## src/c16_mem_config.svh

```systemverilog
//////////////////////////////
// Widths, download indices and fixed addresses of the C16 memory side
// Slot numbers are host address bits 24 to 14, so images sit on 16 KiB steps
//////////////////////////////

`ifndef C16_MEM_CONFIG_SVH
`define C16_MEM_CONFIG_SVH

// Bus widths
`define C16_ADDR_W   16
`define C16_DATA_W   8
`define C16_ROM_AW   14
`define C16_HOST_AW  25
`define C16_IDX_W    8

// Host download indices
`define C16_IDX_ROM   8'd0
`define C16_IDX_PRG   8'd1
`define C16_IDX_CART  8'd2

// ROM slots under the ROM index
`define C16_SLOT_KERNAL   11'd1
`define C16_SLOT_BASIC    11'd2
`define C16_SLOT_FUNC_LO  11'd3
`define C16_SLOT_FUNC_HI  11'd4

// Cartridge halves under the CART index
`define C16_CART_SLOT_LO  11'd0
`define C16_CART_SLOT_HI  11'd1

// Plus-4 bank latch page and the fixed kernal page
`define C16_BANK_PAGE    12'hFDD
`define C16_KERNAL_PAGE  8'hFC

// BASIC start and end pointers patched after a PRG load
`define C16_PTR_0  16'h002D
`define C16_PTR_1  16'h002E
`define C16_PTR_2  16'h002F
`define C16_PTR_3  16'h0030
`define C16_PTR_4  16'h0031
`define C16_PTR_5  16'h0032
`define C16_PTR_6  16'h009D
`define C16_PTR_7  16'h009E

`endif

```

## src/c16_mem_pkg.sv

```systemverilog
//////////////////////////////
// Shared types of the memory side
// Bank values above func are not decoded and read as FF
//////////////////////////////

`default_nettype none

`include "c16_mem_config.svh"

package c16_mem_pkg;

	// Fields of a bank latch write at page FDD
	typedef struct packed {
		logic [11:0] page;
		logic [1:0]  rom_hi;
		logic [1:0]  rom_lo;
	} bank_wr_t;

	// Same CPU address, flat or as a bank latch access
	typedef union packed {
		logic [`C16_ADDR_W-1:0] flat;
		bank_wr_t               bank;
	} cpu_addr_u;

	typedef enum logic [1:0] {
		BANK_INTERNAL = 2'd0,
		BANK_CART     = 2'd1,
		BANK_FUNC     = 2'd2
	} bank_sel_t;

	// The six ROM images
	typedef enum logic [2:0] {
		IMG_KERNAL  = 3'd0,
		IMG_BASIC   = 3'd1,
		IMG_FUNC_LO = 3'd2,
		IMG_FUNC_HI = 3'd3,
		IMG_CART_LO = 3'd4,
		IMG_CART_HI = 3'd5
	} rom_img_e;

endpackage

`default_nettype wire

```

## src/bank_ctrl.sv

```systemverilog
//////////////////////////////
// Model and bank latches, ROM read select, read data merge
// Bank latch only accepts writes in Plus-4 mode
//////////////////////////////

`default_nettype none

`include "c16_mem_config.svh"

module bank_ctrl (
	input  logic                   clk_sys,
	input  logic                   reset,
	input  logic                   model_i,
	input  c16_mem_pkg::cpu_addr_u cpu_addr_i,
	input  logic                   cpu_rnw_i,
	input  logic                   cs0_n_i,
	input  logic                   cs1_n_i,
	input  logic                   cs_io_n_i,
	input  logic                   cart_lo_present_i,
	input  logic                   cart_hi_present_i,
	input  logic                   cart_loading_i,
	input  logic [`C16_DATA_W-1:0] ram_q_i,
	input  logic [`C16_DATA_W-1:0] rom_q_i,
	output logic                   cpu_reset_o,
	output logic                   plus4_o,
	output logic                   rd_en_o,
	output c16_mem_pkg::rom_img_e  rd_img_o,
	output logic [`C16_DATA_W-1:0] cpu_din_o
);

	import c16_mem_pkg::*;

	bank_sel_t rom_hi_q;
	bank_sel_t rom_lo_q;
	logic      io_q;
	logic      kern_page;
	logic      bank_wr;

	// Cartridge load in Plus-4 mode holds the CPU in reset
	assign cpu_reset_o = reset | cart_loading_i;
	assign kern_page   = cpu_addr_i.flat[15:8] == `C16_KERNAL_PAGE;
	assign bank_wr     = plus4_o & ~io_q & cs_io_n_i & ~cpu_rnw_i
		& (cpu_addr_i.bank.page == `C16_BANK_PAGE);

	always_ff @(posedge clk_sys) begin
		if (reset)
			io_q <= 1'b1;
		else
			io_q <= cs_io_n_i;
	end

	always_ff @(posedge clk_sys) begin
		if (cpu_reset_o) begin
			plus4_o  <= model_i;
			rom_hi_q <= BANK_INTERNAL;
			rom_lo_q <= BANK_INTERNAL;
		end else if (bank_wr) begin
			rom_hi_q <= bank_sel_t'(cpu_addr_i.bank.rom_hi);
			rom_lo_q <= bank_sel_t'(cpu_addr_i.bank.rom_lo);
		end
	end

	//////////////////////////////
	// ROM select
	//////////////////////////////
	always_comb begin
		rd_en_o  = 1'b0;
		rd_img_o = IMG_KERNAL;
		if (!cs0_n_i) begin
			case (rom_lo_q)
				BANK_INTERNAL: {rd_en_o, rd_img_o} = {1'b1, IMG_BASIC};
				BANK_CART:     {rd_en_o, rd_img_o} = {cart_lo_present_i, IMG_CART_LO};
				BANK_FUNC:     {rd_en_o, rd_img_o} = {1'b1, IMG_FUNC_LO};
				default:       rd_en_o = 1'b0;
			endcase
		end else if (!cs1_n_i) begin
			if (kern_page)
				rd_en_o = 1'b1;
			else begin
				case (rom_hi_q)
					BANK_INTERNAL: rd_en_o = 1'b1;
					BANK_CART:     {rd_en_o, rd_img_o} = {cart_hi_present_i, IMG_CART_HI};
					BANK_FUNC:     {rd_en_o, rd_img_o} = {1'b1, IMG_FUNC_HI};
					default:       rd_en_o = 1'b0;
				endcase
			end
		end
	end

	// Unselected sources idle at FF
	assign cpu_din_o = ram_q_i & rom_q_i;

endmodule

`default_nettype wire

```

## config.mk

```make
export PLATFORM = sky130hd
export DESIGN_NAME = bank_ctrl
export DESIGN_NICKNAME = d
export VERILOG_FILES = /design/src/c16_mem_pkg.sv /design/src/bank_ctrl.sv
export VERILOG_INCLUDE_DIRS = /design/src /design/src/src
export SDC_FILE = /design/constraint.sdc
export NUM_CORES = 1
export LEC_CHECK = 0
export BUFFER_PORTS_ARGS = -buffer_cell sky130_fd_sc_hd__buf_2
export CORE_UTILIZATION = 35
export CTS_BUF_LIST = sky130_fd_sc_hd__clkbuf_8
export DETAILED_ROUTE_END_ITERATION = 10
export GPL_ROUTABILITY_DRIVEN = 0
export PLACE_DENSITY_LB_ADDON = 0.1
export SLEW_MARGIN = 20
export SYNTH_ARGS = -nofsm -noshare
export SYNTH_HDL_FRONTEND = slang
export SYNTH_SLANG_ARGS = --single-unit
```

## constraint.sdc

```tcl
create_clock -name clk_sys -period 2.34 [get_ports clk_sys]
set_clock_uncertainty 0.05 [all_clocks]
set_input_delay 0.117 -clock clk_sys [delete_from_list [all_inputs] [get_ports clk_sys]]
set_output_delay 0.117 -clock clk_sys [all_outputs]
set_load 0.1 [all_outputs]
```

==> results.toml <==
[outcome]
status = "complete, no violations"

[yosys]
yosysTopAreaCell = "dfxtp_1"
synth_compound_area_share_pct = 11.3
synth-simple-area-share_pct = 32.2
synth_cells = 61
synth_common_cells = "11 x nand2_1, 8 x and2_1, 8 x inv_1"
yosysWarnings = 0
yosysSeqAreaShare_pct = 26.8
synth-seq-cells = 6
synth_fa_ha_area_share_pct = 12.9
synth_edf_count = 1
syn_area_sq_um = 485
synth.most_common_cell = "nand2_1"
synth_mux_area_share_pct = 8.25
synth_top_area_share_pct = 20.6
synth_top_family_by_area = "simple AND/OR/NAND/NOR gates"
synth.avg_cell_area_sq_um = 7.96
synth_flop_cell = "dfxtp_1"
synth_nets = 108
synthXorXnorAreaFrac_pct = 0
ys_types = 22
async_reset_ff_share_pct = 0
synthTopCellsByArea = "dfxtp_1 21%, ha_1 13%, and2_1 10%, nand2_1 8.5%, mux2i_1 8.2%"

[worst_hold_path]
whs_endpoint = "plus4_o"
hp-start = "model_i"
hold_path.class = "in -> reg"
min_path_cells = 1

[pwr]
p_leak_nw = 0.447
p_per_area_nw_per_um2 = 505
ir_worst_vdd_uv = 450

[finish]
multi_input_area_sq_um = 322
drive_gt1_share_pct = 52.1
fillers = 126
antenna_cells = 0
seq_area_sq_um = 130
syn2layout_area_growth_pct = 69.1
final_cell_count_no_fill = 134
final_design_area_no_fill_sq_um = 821
nets = 167

[clock_network]
cts_htree_levels = 1
clock_tree.buffer_depth = 2
clk_latency_ns = 0.22
root_buffer = "clkbuf_8"
cts_tree = "done"
path_clk_slew_ns = 0.04
ctsHoldBuffers = 0
numCtsBuffers = 3
cts_resized = 0
cts_sinks = 6
post_cts_buffers = 0

[worst_setup_path]
start_kind = "flip-flop"
r2r-end = "rom_hi_q[0]"
crit_fanout = 4
arrival_ns = 1.67
path_class = "reg -> out"
worst_ep_required_time_ns = 2.17
r2r_cells = 3
r2r-start = "io_q"
end_kind = "output pin"
rrSetupSlack_ns = 1.04

[die]
die_width_um = 39.2
die_h_um = 39.2
start_util_pct = 37.3
core_sq_um = 1300
row_count = 13
io_pins = 56
die-area_sq_um = 1540

[drt]
avgViaCountPerCell = 4.41
dr.pass1.iters = 4
wl_per_cell_um = 9.01
detail-route-antenna-nets = 0
num_vias = 591
drc = 0
drt-total-wl_um = 1210
detailedRoute.firstIterationViolations = 11

[timing]
max_slew.worst_pin.slew_ns = 0.489
hold_viol = 0
fin_crit_sh_pct = 78.5
maxSlewHeadroom_pct = 67.3
maxSlewViolCount = 0
fmax_ghz = 0.545
rsz0062_at_grt = "no"
setup_tns_ns = 0
post-route-min-period_ns = 1.84
setup_viol = 0

[placement]
dp.cells = 130
post-dp-hpwl_um = 1020
port-buffer-count = 55
placed_cell_area_sq_um = 776

[global_routing]
grt_pass1_wl_um = 1730
antenna_found_initial = 0
grt_max_degree = 10
track_usage_pct = 17.8
first_global_vias = 445
grt-ovfl-total = 0

[run]
drv_cap = 0
final cells by class:
type / instances / area share (%)
multi-input cells: 46 / 39.2
repair buffers: 55 / 33.5
flip-flops and latches: 6 / 15.9
clock buffers: 3 / 5.03
inverters: 8 / 3.66
well taps: 15 / 2.29
clock inverters: 1 / 0.457
how the worst max path moves through the flow:
stage	start	end	slack [ns]	cells past startpoint
finish	rom_hi_q[0]	rd_en_o	0.50	6
global route	rom_hi_q[0]	rd_en_o	0.41	6
CTS	rom_hi_q[1]	rd_en_o	0.47	6
detailed placement	cpu_addr_i[14]	rd_img_o[2]	0.71	6
global placement	rom_hi_q[0]	rd_en_o	0.72	6
floorplan	rom_hi_q[0]	rd_img_o[0]	0.002	4
cells by family after synthesis:
logic type | Yosys count
simple gates | 29
buf+inv | 9
compound gates | 8
flops | 6
fa+ha+maj | 5
mux | 4
flip-flops by register name (all words and copies together), names as in the netlist:
register	cells
rom_hi_q	2
rom_lo_q	2
plus4_o	1
io_q	1
metal layers:
metal | vias to the layer above | share of wire [%] | GRT usage, %
met3 | 4 | 8.7 | 5.20
met1 | 235 | 41 | 17.6
met2 | 32 | 47 | 29.6
li1 | 320 | - | -
met5 | - | 0 | 0
met4 | 0 | 2.8 | 15.5
critical path, cell delays in order (launching register included):
cell and delay, ns:
dfxtp_1 0.37, inv_1 0.10, ha_1 0.20, a211oi_1 0.23, o22ai_1 0.13, o2bb2ai_1 0.13, buf_2 0.29
placed cells by master (no fill, tap or decap):
cell	n
nand4_1	1
o21ai_1	1
a211oi_1	1
or2_2	1
dfxtp_1	5
buf_2	55
o2bb2ai_1	2
nor2b_1	1
edfxtp_1	1
and2_1	8
a21oi_1	1
nor2_1	3
o32ai_2	1
nand2_1	11
or3_4	1
inv_1	9
clkbuf_8	3
o21ai_0	1
or4_4	1
o22ai_1	1
ha_1	5
mux2i_1	4
nand3_1	1
nand3b_1	1
where the power goes:
group / internal [mW] / leakage [nW] / switching, mW
logic: 0.0395 / 0.370 / 0.107
registers: 0.108 / 0.0507 / 0.000864
clock network: 0.113 / 0.0269 / 0.0455
total: 0.261 / 0.447 / 0.154
metrics by stage:
step	hold slack, ns	total power, mW	utilization (%)	worst slack [ns]
after floorplan	0.166	0.213	-	0.00201
after global placement	0.245	0.257	59.6	0.725
after detailed placement	0.247	0.258	59.6	0.708
after CTS	0.0136	0.420	63.1	0.466
after global routing	0.00696	0.435	63.1	0.408
final	0.0170	0.414	63.1	0.504
(Power assumes the default switching activity.)
