$ cat src/c16_mem_config.svh
//////////////////////////////
// Widths, download indices and fixed addresses of the C16 memory side
// Slot numbers are host address bits 24 to 14, so images sit on 16 KiB steps
//////////////////////////////

`ifndef C16_MEM_CONFIG_SVH
`define C16_MEM_CONFIG_SVH

// Bus widths
`define C16_ADDR_W   16
`define C16_DATA_W   8
`define C16_ROM_AW   14
`define C16_HOST_AW  25
`define C16_IDX_W    8

// Host download indices
`define C16_IDX_ROM   8'd0
`define C16_IDX_PRG   8'd1
`define C16_IDX_CART  8'd2

// ROM slots under the ROM index
`define C16_SLOT_KERNAL   11'd1
`define C16_SLOT_BASIC    11'd2
`define C16_SLOT_FUNC_LO  11'd3
`define C16_SLOT_FUNC_HI  11'd4

// Cartridge halves under the CART index
`define C16_CART_SLOT_LO  11'd0
`define C16_CART_SLOT_HI  11'd1

// Plus-4 bank latch page and the fixed kernal page
`define C16_BANK_PAGE    12'hFDD
`define C16_KERNAL_PAGE  8'hFC

// BASIC start and end pointers patched after a PRG load
`define C16_PTR_0  16'h002D
`define C16_PTR_1  16'h002E
`define C16_PTR_2  16'h002F
`define C16_PTR_3  16'h0030
`define C16_PTR_4  16'h0031
`define C16_PTR_5  16'h0032
`define C16_PTR_6  16'h009D
`define C16_PTR_7  16'h009E

`endif

$ cat src/prg_loader.sv
//////////////////////////////
// PRG download into main RAM
// First two bytes are the load address, no flow control on the host bus
// Pointer patch takes 16 cycles after the download ends
//////////////////////////////

`default_nettype none

`include "c16_mem_config.svh"

module prg_loader (
	input  logic                    clk_sys,
	input  logic                    reset,
	input  logic                    host_download_i,
	input  logic [`C16_IDX_W-1:0]   host_index_i,
	input  logic                    host_wr_i,
	input  logic [`C16_HOST_AW-1:0] host_addr_i,
	input  logic [`C16_DATA_W-1:0]  host_data_i,
	output logic                    ld_we_o,
	output logic [`C16_ADDR_W-1:0]  ld_addr_o,
	output logic [`C16_DATA_W-1:0]  ld_data_o
);

	logic                   dl_q;
	logic                   is_prg;
	logic                   dl_fall;
	logic                   prg_byte;
	logic [`C16_ADDR_W-1:0] run_addr;
	logic [3:0]             seq;

	assign is_prg   = host_index_i == `C16_IDX_PRG;
	assign dl_fall  = dl_q & ~host_download_i & is_prg;
	assign prg_byte = host_download_i & is_prg & host_wr_i & (host_addr_i > `C16_HOST_AW'(1));

	// Pointer location for each of the eight patch writes
	function automatic logic [`C16_ADDR_W-1:0] ptr_addr(input logic [2:0] idx);
		logic [`C16_ADDR_W-1:0] a;
		case (idx)
			3'd0: a = `C16_PTR_0;
			3'd1: a = `C16_PTR_1;
			3'd2: a = `C16_PTR_2;
			3'd3: a = `C16_PTR_3;
			3'd4: a = `C16_PTR_4;
			3'd5: a = `C16_PTR_5;
			3'd6: a = `C16_PTR_6;
			default: a = `C16_PTR_7;
		endcase
		return a;
	endfunction

	// Sequencer runs 1..15 then wraps to idle, odd steps write
	always_ff @(posedge clk_sys) begin
		if (reset) begin
			dl_q    <= 1'b0;
			seq     <= 4'd0;
			ld_we_o <= 1'b0;
		end else begin
			dl_q    <= host_download_i;
			ld_we_o <= prg_byte | seq[0];
			if (host_download_i && is_prg)
				seq <= 4'd0;
			else if (dl_fall)
				seq <= 4'd1;
			else if (seq != 4'd0)
				seq <= seq + 4'd1;
		end
	end

	always_ff @(posedge clk_sys) begin
		if (host_download_i && is_prg && host_wr_i) begin
			if (host_addr_i == `C16_HOST_AW'(0))
				run_addr[7:0] <= host_data_i;
			else if (host_addr_i == `C16_HOST_AW'(1))
				run_addr[15:8] <= host_data_i;
			else
				run_addr <= run_addr + 16'd1;
		end
		if (prg_byte) begin
			ld_addr_o <= run_addr;
			ld_data_o <= host_data_i;
		end else if (seq[0]) begin
			// Low byte first, then high byte
			ld_addr_o <= ptr_addr(seq[3:1]);
			ld_data_o <= seq[1] ? run_addr[15:8] : run_addr[7:0];
		end
	end

endmodule

`default_nettype wire

$ cat config.mk
export PLATFORM = sky130hd
export DESIGN_NAME = prg_loader
export DESIGN_NICKNAME = d
export VERILOG_FILES = /design/src/prg_loader.sv
export VERILOG_INCLUDE_DIRS = /design/src /design/src/src
export SDC_FILE = /design/constraint.sdc
export NUM_CORES = 1
export LEC_CHECK = 0
export ABC_AREA = 1
export BUFFER_PORTS_ARGS = -buffer_cell sky130_fd_sc_hd__buf_2
export CAP_MARGIN = 30
export CORE_UTILIZATION = 25
export DETAILED_ROUTE_END_ITERATION = 8
export GPL_ROUTABILITY_DRIVEN = 0
export PLACE_DENSITY_LB_ADDON = 0.15
export SYNTH_ARGS = -nofsm -noshare
export SYNTH_HDL_FRONTEND = slang
export SYNTH_SLANG_ARGS = --single-unit
$ cat constraint.sdc
create_clock -name clk_sys -period 2.3 [get_ports clk_sys]
set_input_delay 0.115 -clock clk_sys [delete_from_list [all_inputs] [get_ports clk_sys]]
set_output_delay 0.115 -clock clk_sys [all_outputs]
set_load 0.02 [all_outputs]
==> metrics.cfg, run 1 <==
[yosys]
avgSynthCellArea_um2=8.20
synth_cells=341
yosysMostFrequentCell=nand2_1
synth-edff-count=40
synthXorXnorAreaFrac_pct=3.76
yosysTopAreaCellShare_pct=42.9
yosysSeqAreaShare_pct=47.2
synth-main-ff-cell=edfxtp_1
async_flop_share_pct=0
syn_area_um2=2800
synth_top_family_by_area=simple AND/OR/NAND/NOR gates
ys_top_cells_by_area=edfxtp_1, nand2_1, inv_1, nand3_1, nor2_1
synth_nets=389
synth_largest_area_cell=edfxtp_1
yosysUniqueCellTypes=24
synth_adder_area_share_pct=1.34
ys_ff_latch=46
yosysWarnings=0
synth-simple-area-share_pct=34.8
synth_compound_area_share_pct=4.47
synthMuxAreaShare_pct=0
synth_top_cells_by_count=nand2_1, inv_1, edfxtp_1

[routing]
via_per_inst=4.29
drc=0
first_pass_iters=4
ant_nets=0
via_count=2395
drtIter0Drc=77
routedWlPerCell_um=12.6
wl_um=7040

[global_routing]
grt_use_total_pct=13.0
grt_pass1_wl_um=11600
antenna_found_initial=0
grt_overflow=0
grt_max_degree=24
grt_pass1_vias=2378

[floorplan]
ios=70
rows=38
coreArea_um2=10900
dieArea_um2=11600
die_h_um=108
die_x_um=108
initial_core_util_pct=25.7

[sta]
drv_slew=0
rsz0062_at_grt=no
final-setup-viol-count=0
fin_worst_skew_ns=0.00612
fin_crit_ns=1.62
timing.fmax_ghz=0.616
fin_crit_sh_pct=70.6
slew_headroom_pct=52.0
max_slew.worst_pin.slew_ns=0.718
tns_ns=0
hold_viol_final=0

[power_and_ir_drop]
p_leak_nw=1.46
power-per-cell-area_nw_per_um2=553
p_total_w=0.00188
irDropWorstVdd_mv=0.215

[worst_setup_path]
criticalPathCategory=flop to flop
cp-start-kind=flop
crit_slowest_cell=edfxtp_1
required_ns=2.37
critPathCaptureType=flop
path_cells=ha_1 -> nand2_1 -> nor2_2 -> nand3_1 -> inv_1 -> nand4_1 -> nand3_1 -> nand2_1
arrival_ns=1.69
cpPeakStageDelay_ns=0.45
path_max_fanout=5

[clocking]
cts_tree=yes
cts_resized=0
cts-htree-levels=2
holdBufCountCts=1
numCtsBuffers=5
post-cts-setup-buffer-count=0
cts_buffer_depth=2
clk_latency_ns=0.31
cts_sinks=46
clk_pin_slew_ns=0.09
cts_root_buffer=clkbuf_8

[placed_design]
hpwl_um=5420
port_buffers=69

[finish]
area_delta_synth_final_pct=21.4
fin_nets=465
n_antenna_cell=0
layout-drive-gt1-share_pct=26.6

[run_status]
status=completed

[hold_path]
worst_hold_path_type=input pin to flop

[run]
cap_violations=0

[state kept, by name, indices dropped and copies added, names as in the netlist]
name       flops
run_addr      16
ld_we_o        1
ld_addr_o     16
seq            4
dl_q           1
ld_data_o      8
[per-layer routing]
metal	GRT usage (%)	part of all wire, %
met4	4.31	1.7
met1	17.2	49
met3	2.30	4.4
met5	0	0
met2	21.2	45
[cells by family (layout without fill, tap and decap cells)]
kind of cell | count (synthesis) | in the layout
AOI/OAI and AO/OA | 25 | 25
adders and majority gates | 3 | 3
and+or+nand+nor | 202 | 202
buffers and inverters | 53 | 130
xor gates and xnor gates | 12 | 12
DFF | 46 | 46
[final timing paths]
path	from	cells after the start	endpoint	slack [ns]
setup / recovery	run_addr[0]	8	run_addr[14]	0.68
hold / removal	host_download_i	3	dl_q	0.07
setup reg to reg	run_addr[0]	8	run_addr[14]	0.68
hold reg to reg	dl_q	2	seq[0]	0.50
[area by class of cell]
class | instances | area (um2)
Fill cell | 1218 | 7490
Tap cell | 140 | 175
Sequential cell | 46 | 1320
Clock buffer | 6 | 72.6
Multi-Input combinational cell | 242 | 1240
Inverter | 45 | 169
Clock inverter | 2 | 8.76
Timing Repair Buffer | 77 | 408
[critical path: cells and delay by family, from the launching register on]
kind                     cells  cell delay [ns]
buffers and inverters        1             0.09
AND/OR/NAND/NOR              6             0.64
flip-flops                   1             0.45
adder cells (fa/ha/maj)      1             0.21
[metrics by stage]
step	cells	utilization, %	hold slack [ns]	area (um2)	setup slack [ns]
2_1_floorplan	341	-	0.184	2800	0.548
3_3_place_gp	549	30.4	0.333	3310	0.595
3_5_place_dp	549	30.4	0.339	3310	0.573
4_1_cts	558	31.2	0.0573	3400	0.656
5_1_grt	558	31.2	0.0772	3400	0.516
6_report	558	31.2	0.0666	3400	0.676
[where the power goes]
group | switching [W] | internal [W] | leakage (nW) | total [W]
Sequential | 0.0000193 | 0.00100 | 0.398 | 0.00102
Combinational | 0.000241 | 0.000118 | 1.02 | 0.000359
Clock | 0.000286 | 0.000210 | 0.0426 | 0.000496
Total | 0.000546 | 0.00133 | 1.46 | 0.00188
[layout by cell type, fill, tap and decap left out]
cell type	Yosys	final
clkinv_2	0	1
nand2_2	3	3
nand3_2	12	12
clkinv_1	0	1
o21ai_1	4	4
nand2_1	96	96
edfxtp_1	40	40
inv_1	45	45
nand4_1	3	3
nand3_1	29	29
dfxtp_1	6	6
buf_2	0	69
nand3_4	1	1
a21oi_1	3	3
nor2_2	6	6
xor2_1	10	10
buf_4	3	7
nor3_1	8	8
o21ai_0	18	18
xnor2_1	2	2
ha_1	3	3
nor2_1	37	37
clkbuf_8	0	5
clkbuf_1	3	1
nor2_4	6	6
nor3_2	1	1
dlygate4sd3_1	0	1
(Power assumes the default switching activity.)
==> run 2: changes to the inputs <==
Clock period 2.3 ns to 1.4 ns, I/O delays scaled along.
==> run 2 against run 1 <==
Critical path depth did not move. Flip-flop and latch count did not move. Critical endpoint unchanged. Power rose by 78%. Global-route usage barely moved. Combinational power rose by 86%. The run now ends with negative setup slack left. Worst hold slack got worse by 0.031 ns. Design area rose by 13%. Routed wire length rose by 1.9%. Critical path type unchanged. Largest cell class unchanged.
==> metrics.cfg, run 2 (synthesized netlist as in run 1, its figures left out) <==
[run_status]
status=complete, but fails checks
violations=negative setup slack

[worst_setup_path]
path_max_fanout=4  ; -1
path_cells=ha_2 -> nand2_2 -> nor2_4 -> nand3_4 -> inv_2 -> nand4_1 -> nand3_1 -> nand2_1
crit_slowest_cell=edfxtp_1
cp-start-kind=flop
cp_top_family=simple AND/OR/NAND/NOR gates
criticalPathCategory=flop to flop
required_ns=1.46  ; -0.91 ns
cpPeakStageDelay_ns=0.40  ; -0.05 ns
path_buf_inv=1  ; unchanged
critPathCaptureType=flop
arrival_ns=1.50  ; -0.19 ns

[floorplan]
ios=70  ; unchanged
dieArea_um2=11600  ; unchanged
rows=38  ; unchanged
initial_core_util_pct=25.7  ; unchanged
coreArea_um2=10900  ; unchanged
die_h_um=108  ; unchanged
die_x_um=108  ; unchanged

[clocking]
cts_buffer_depth=2  ; unchanged
clk_pin_slew_ns=0.08  ; about the same
cts_sinks=46  ; unchanged
numCtsBuffers=5  ; unchanged
clk_latency_ns=0.30  ; about the same
cts-htree-levels=2  ; unchanged
cts_root_buffer=clkbuf_8
cts_tree=yes

[global_routing]
grt_max_degree=24  ; unchanged
grt_pass1_vias=2450  ; +3.0%
grt_use_total_pct=13.0  ; +0.022 points
grt_overflow=0  ; unchanged
grt_pass1_wl_um=11700  ; +0.78%
antenna_found_initial=0  ; unchanged

[finish]
n_antenna_cell=0  ; unchanged
layout_commonest_cell=nand2_1
mostFrequentLayoutCells=nand2_1, buf_2, inv_1
fin_util_pct=35.3  ; +4.1 points
reg.largest.list=ld_addr_o: 16 flops, run_addr: 16 flops, ld_data_o: 8 flops
fill_cells=1150  ; -5.6%
fin_nets=503  ; +8.2%
area_delta_synth_final_pct=37.2
layout-drive-gt1-share_pct=36.4  ; +9.8 points

[routing]
drc=0  ; unchanged
wl_um=7170  ; +1.9%
ant_nets=0  ; unchanged
via_count=2539  ; +6.0%
routedWlPerCell_um=12.0  ; -4.6%
first_pass_iters=4  ; unchanged
via_per_inst=4.26  ; -0.75%
drtIter0Drc=140  ; +82%

[sta]
final-setup-viol-count=6  ; +6
fin_crit_ns=1.44  ; -0.186 ns
drv_slew=0  ; unchanged
fin_worst_skew_ns=0.00774  ; +0.00162 ns
hold_viol_final=0  ; unchanged
rsz0062_at_grt=yes
max_slew.worst_pin.slew_ns=0.291  ; -0.427 ns
fin_crit_sh_pct=103  ; +32 points
fin_ws_ns=-0.0376  ; -0.714 ns
timing.fmax_ghz=0.696  ; +13%
slew_headroom_pct=80.4  ; +28 points

[placed_design]
hpwl_um=5590  ; +3.1%
place_worst_setup_slack_ns=-0.0546  ; -0.628 ns
port_buffers=69  ; unchanged

[run]
cap_violations=0  ; unchanged

[power_and_ir_drop]
power-per-cell-area_nw_per_um2=869  ; +57%
irDropWorstVdd_mv=0.359  ; +67%
p_leak_nw=1.68  ; +15%

[hold_path]
worst_hold_path_type=input pin to flop

==> run 2: worst paths after layout <==
kind                    from           end  slack, ns  cells after the start
min          host_download_i          dl_q       0.04                      3
max              run_addr[0]  run_addr[14]      -0.04                      8
max reg2reg      run_addr[0]  run_addr[14]      -0.04                      8
min reg2reg             dl_q        seq[0]       0.49                      2
==> run 2: layout make-up <==
| type | count | area [um2] | share of cell area [%] |
|---|---|---|---|
| sequential | 46 | 1320 | 34.4 |
| multi-input combinational | 242 | 1320 | 34.3 |
| timing repair buffer | 115 | 751 | 19.6 |
| tap | 140 | 175 | 4.56 |
| inverter | 45 | 169 | 4.40 |
| clock buffer | 7 | 76.3 | 1.99 |
| clock inverter | 1 | 30.0 | 0.782 |
==> run 2: where the power goes <==
part           switching (W)  internal, W  leakage (nW)
Clock               0.000455     0.000535        0.0524
Sequential         0.0000309      0.00165         0.398
Combinational       0.000413     0.000254          1.23
Total               0.000899      0.00244          1.68
==> run 2: routing by layer <==
layer | routed length, um | part of all wire (%) | track usage, %
met4 | 0 | 0 | 3.52
met2 | 3460 | 48 | 22.3
met3 | 307 | 4.3 | 1.94
met5 | 0 | 0 | 0
met1 | 3400 | 47 | 16.9
==> run 2: through the flow <==
step / total power, W / hold WS [ns] / std cells / area (um2) / TNS (ns)
after floorplan: 0.00205 / 0.139 / 341 / 2820 / -0.0503
after global placement: 0.00239 / 0.277 / 578 / 3600 / -0.0811
after detailed placement: 0.00239 / 0.279 / 578 / 3600 / -0.231
after CTS: 0.00339 / 0.0264 / 590 / 3750 / -0.185
after global routing: 0.00348 / 0.0520 / 596 / 3840 / -1.06
final: 0.00334 / 0.0359 / 596 / 3840 / -0.139
==> run 2: worst min-delay path, delay by kind of cell <==
family	cells	cell delay [ns]
simple gates	1	0.04
buf+inv	2	0.18
==> run 2: what timing repair did <==
action	CTS	global route
hold endpoints to repair	2	0
gates resized for setup	5	14
pin swaps	3	10
hold buffers	1	0
setup endpoints to repair	9	12
buffers inserted	3	6
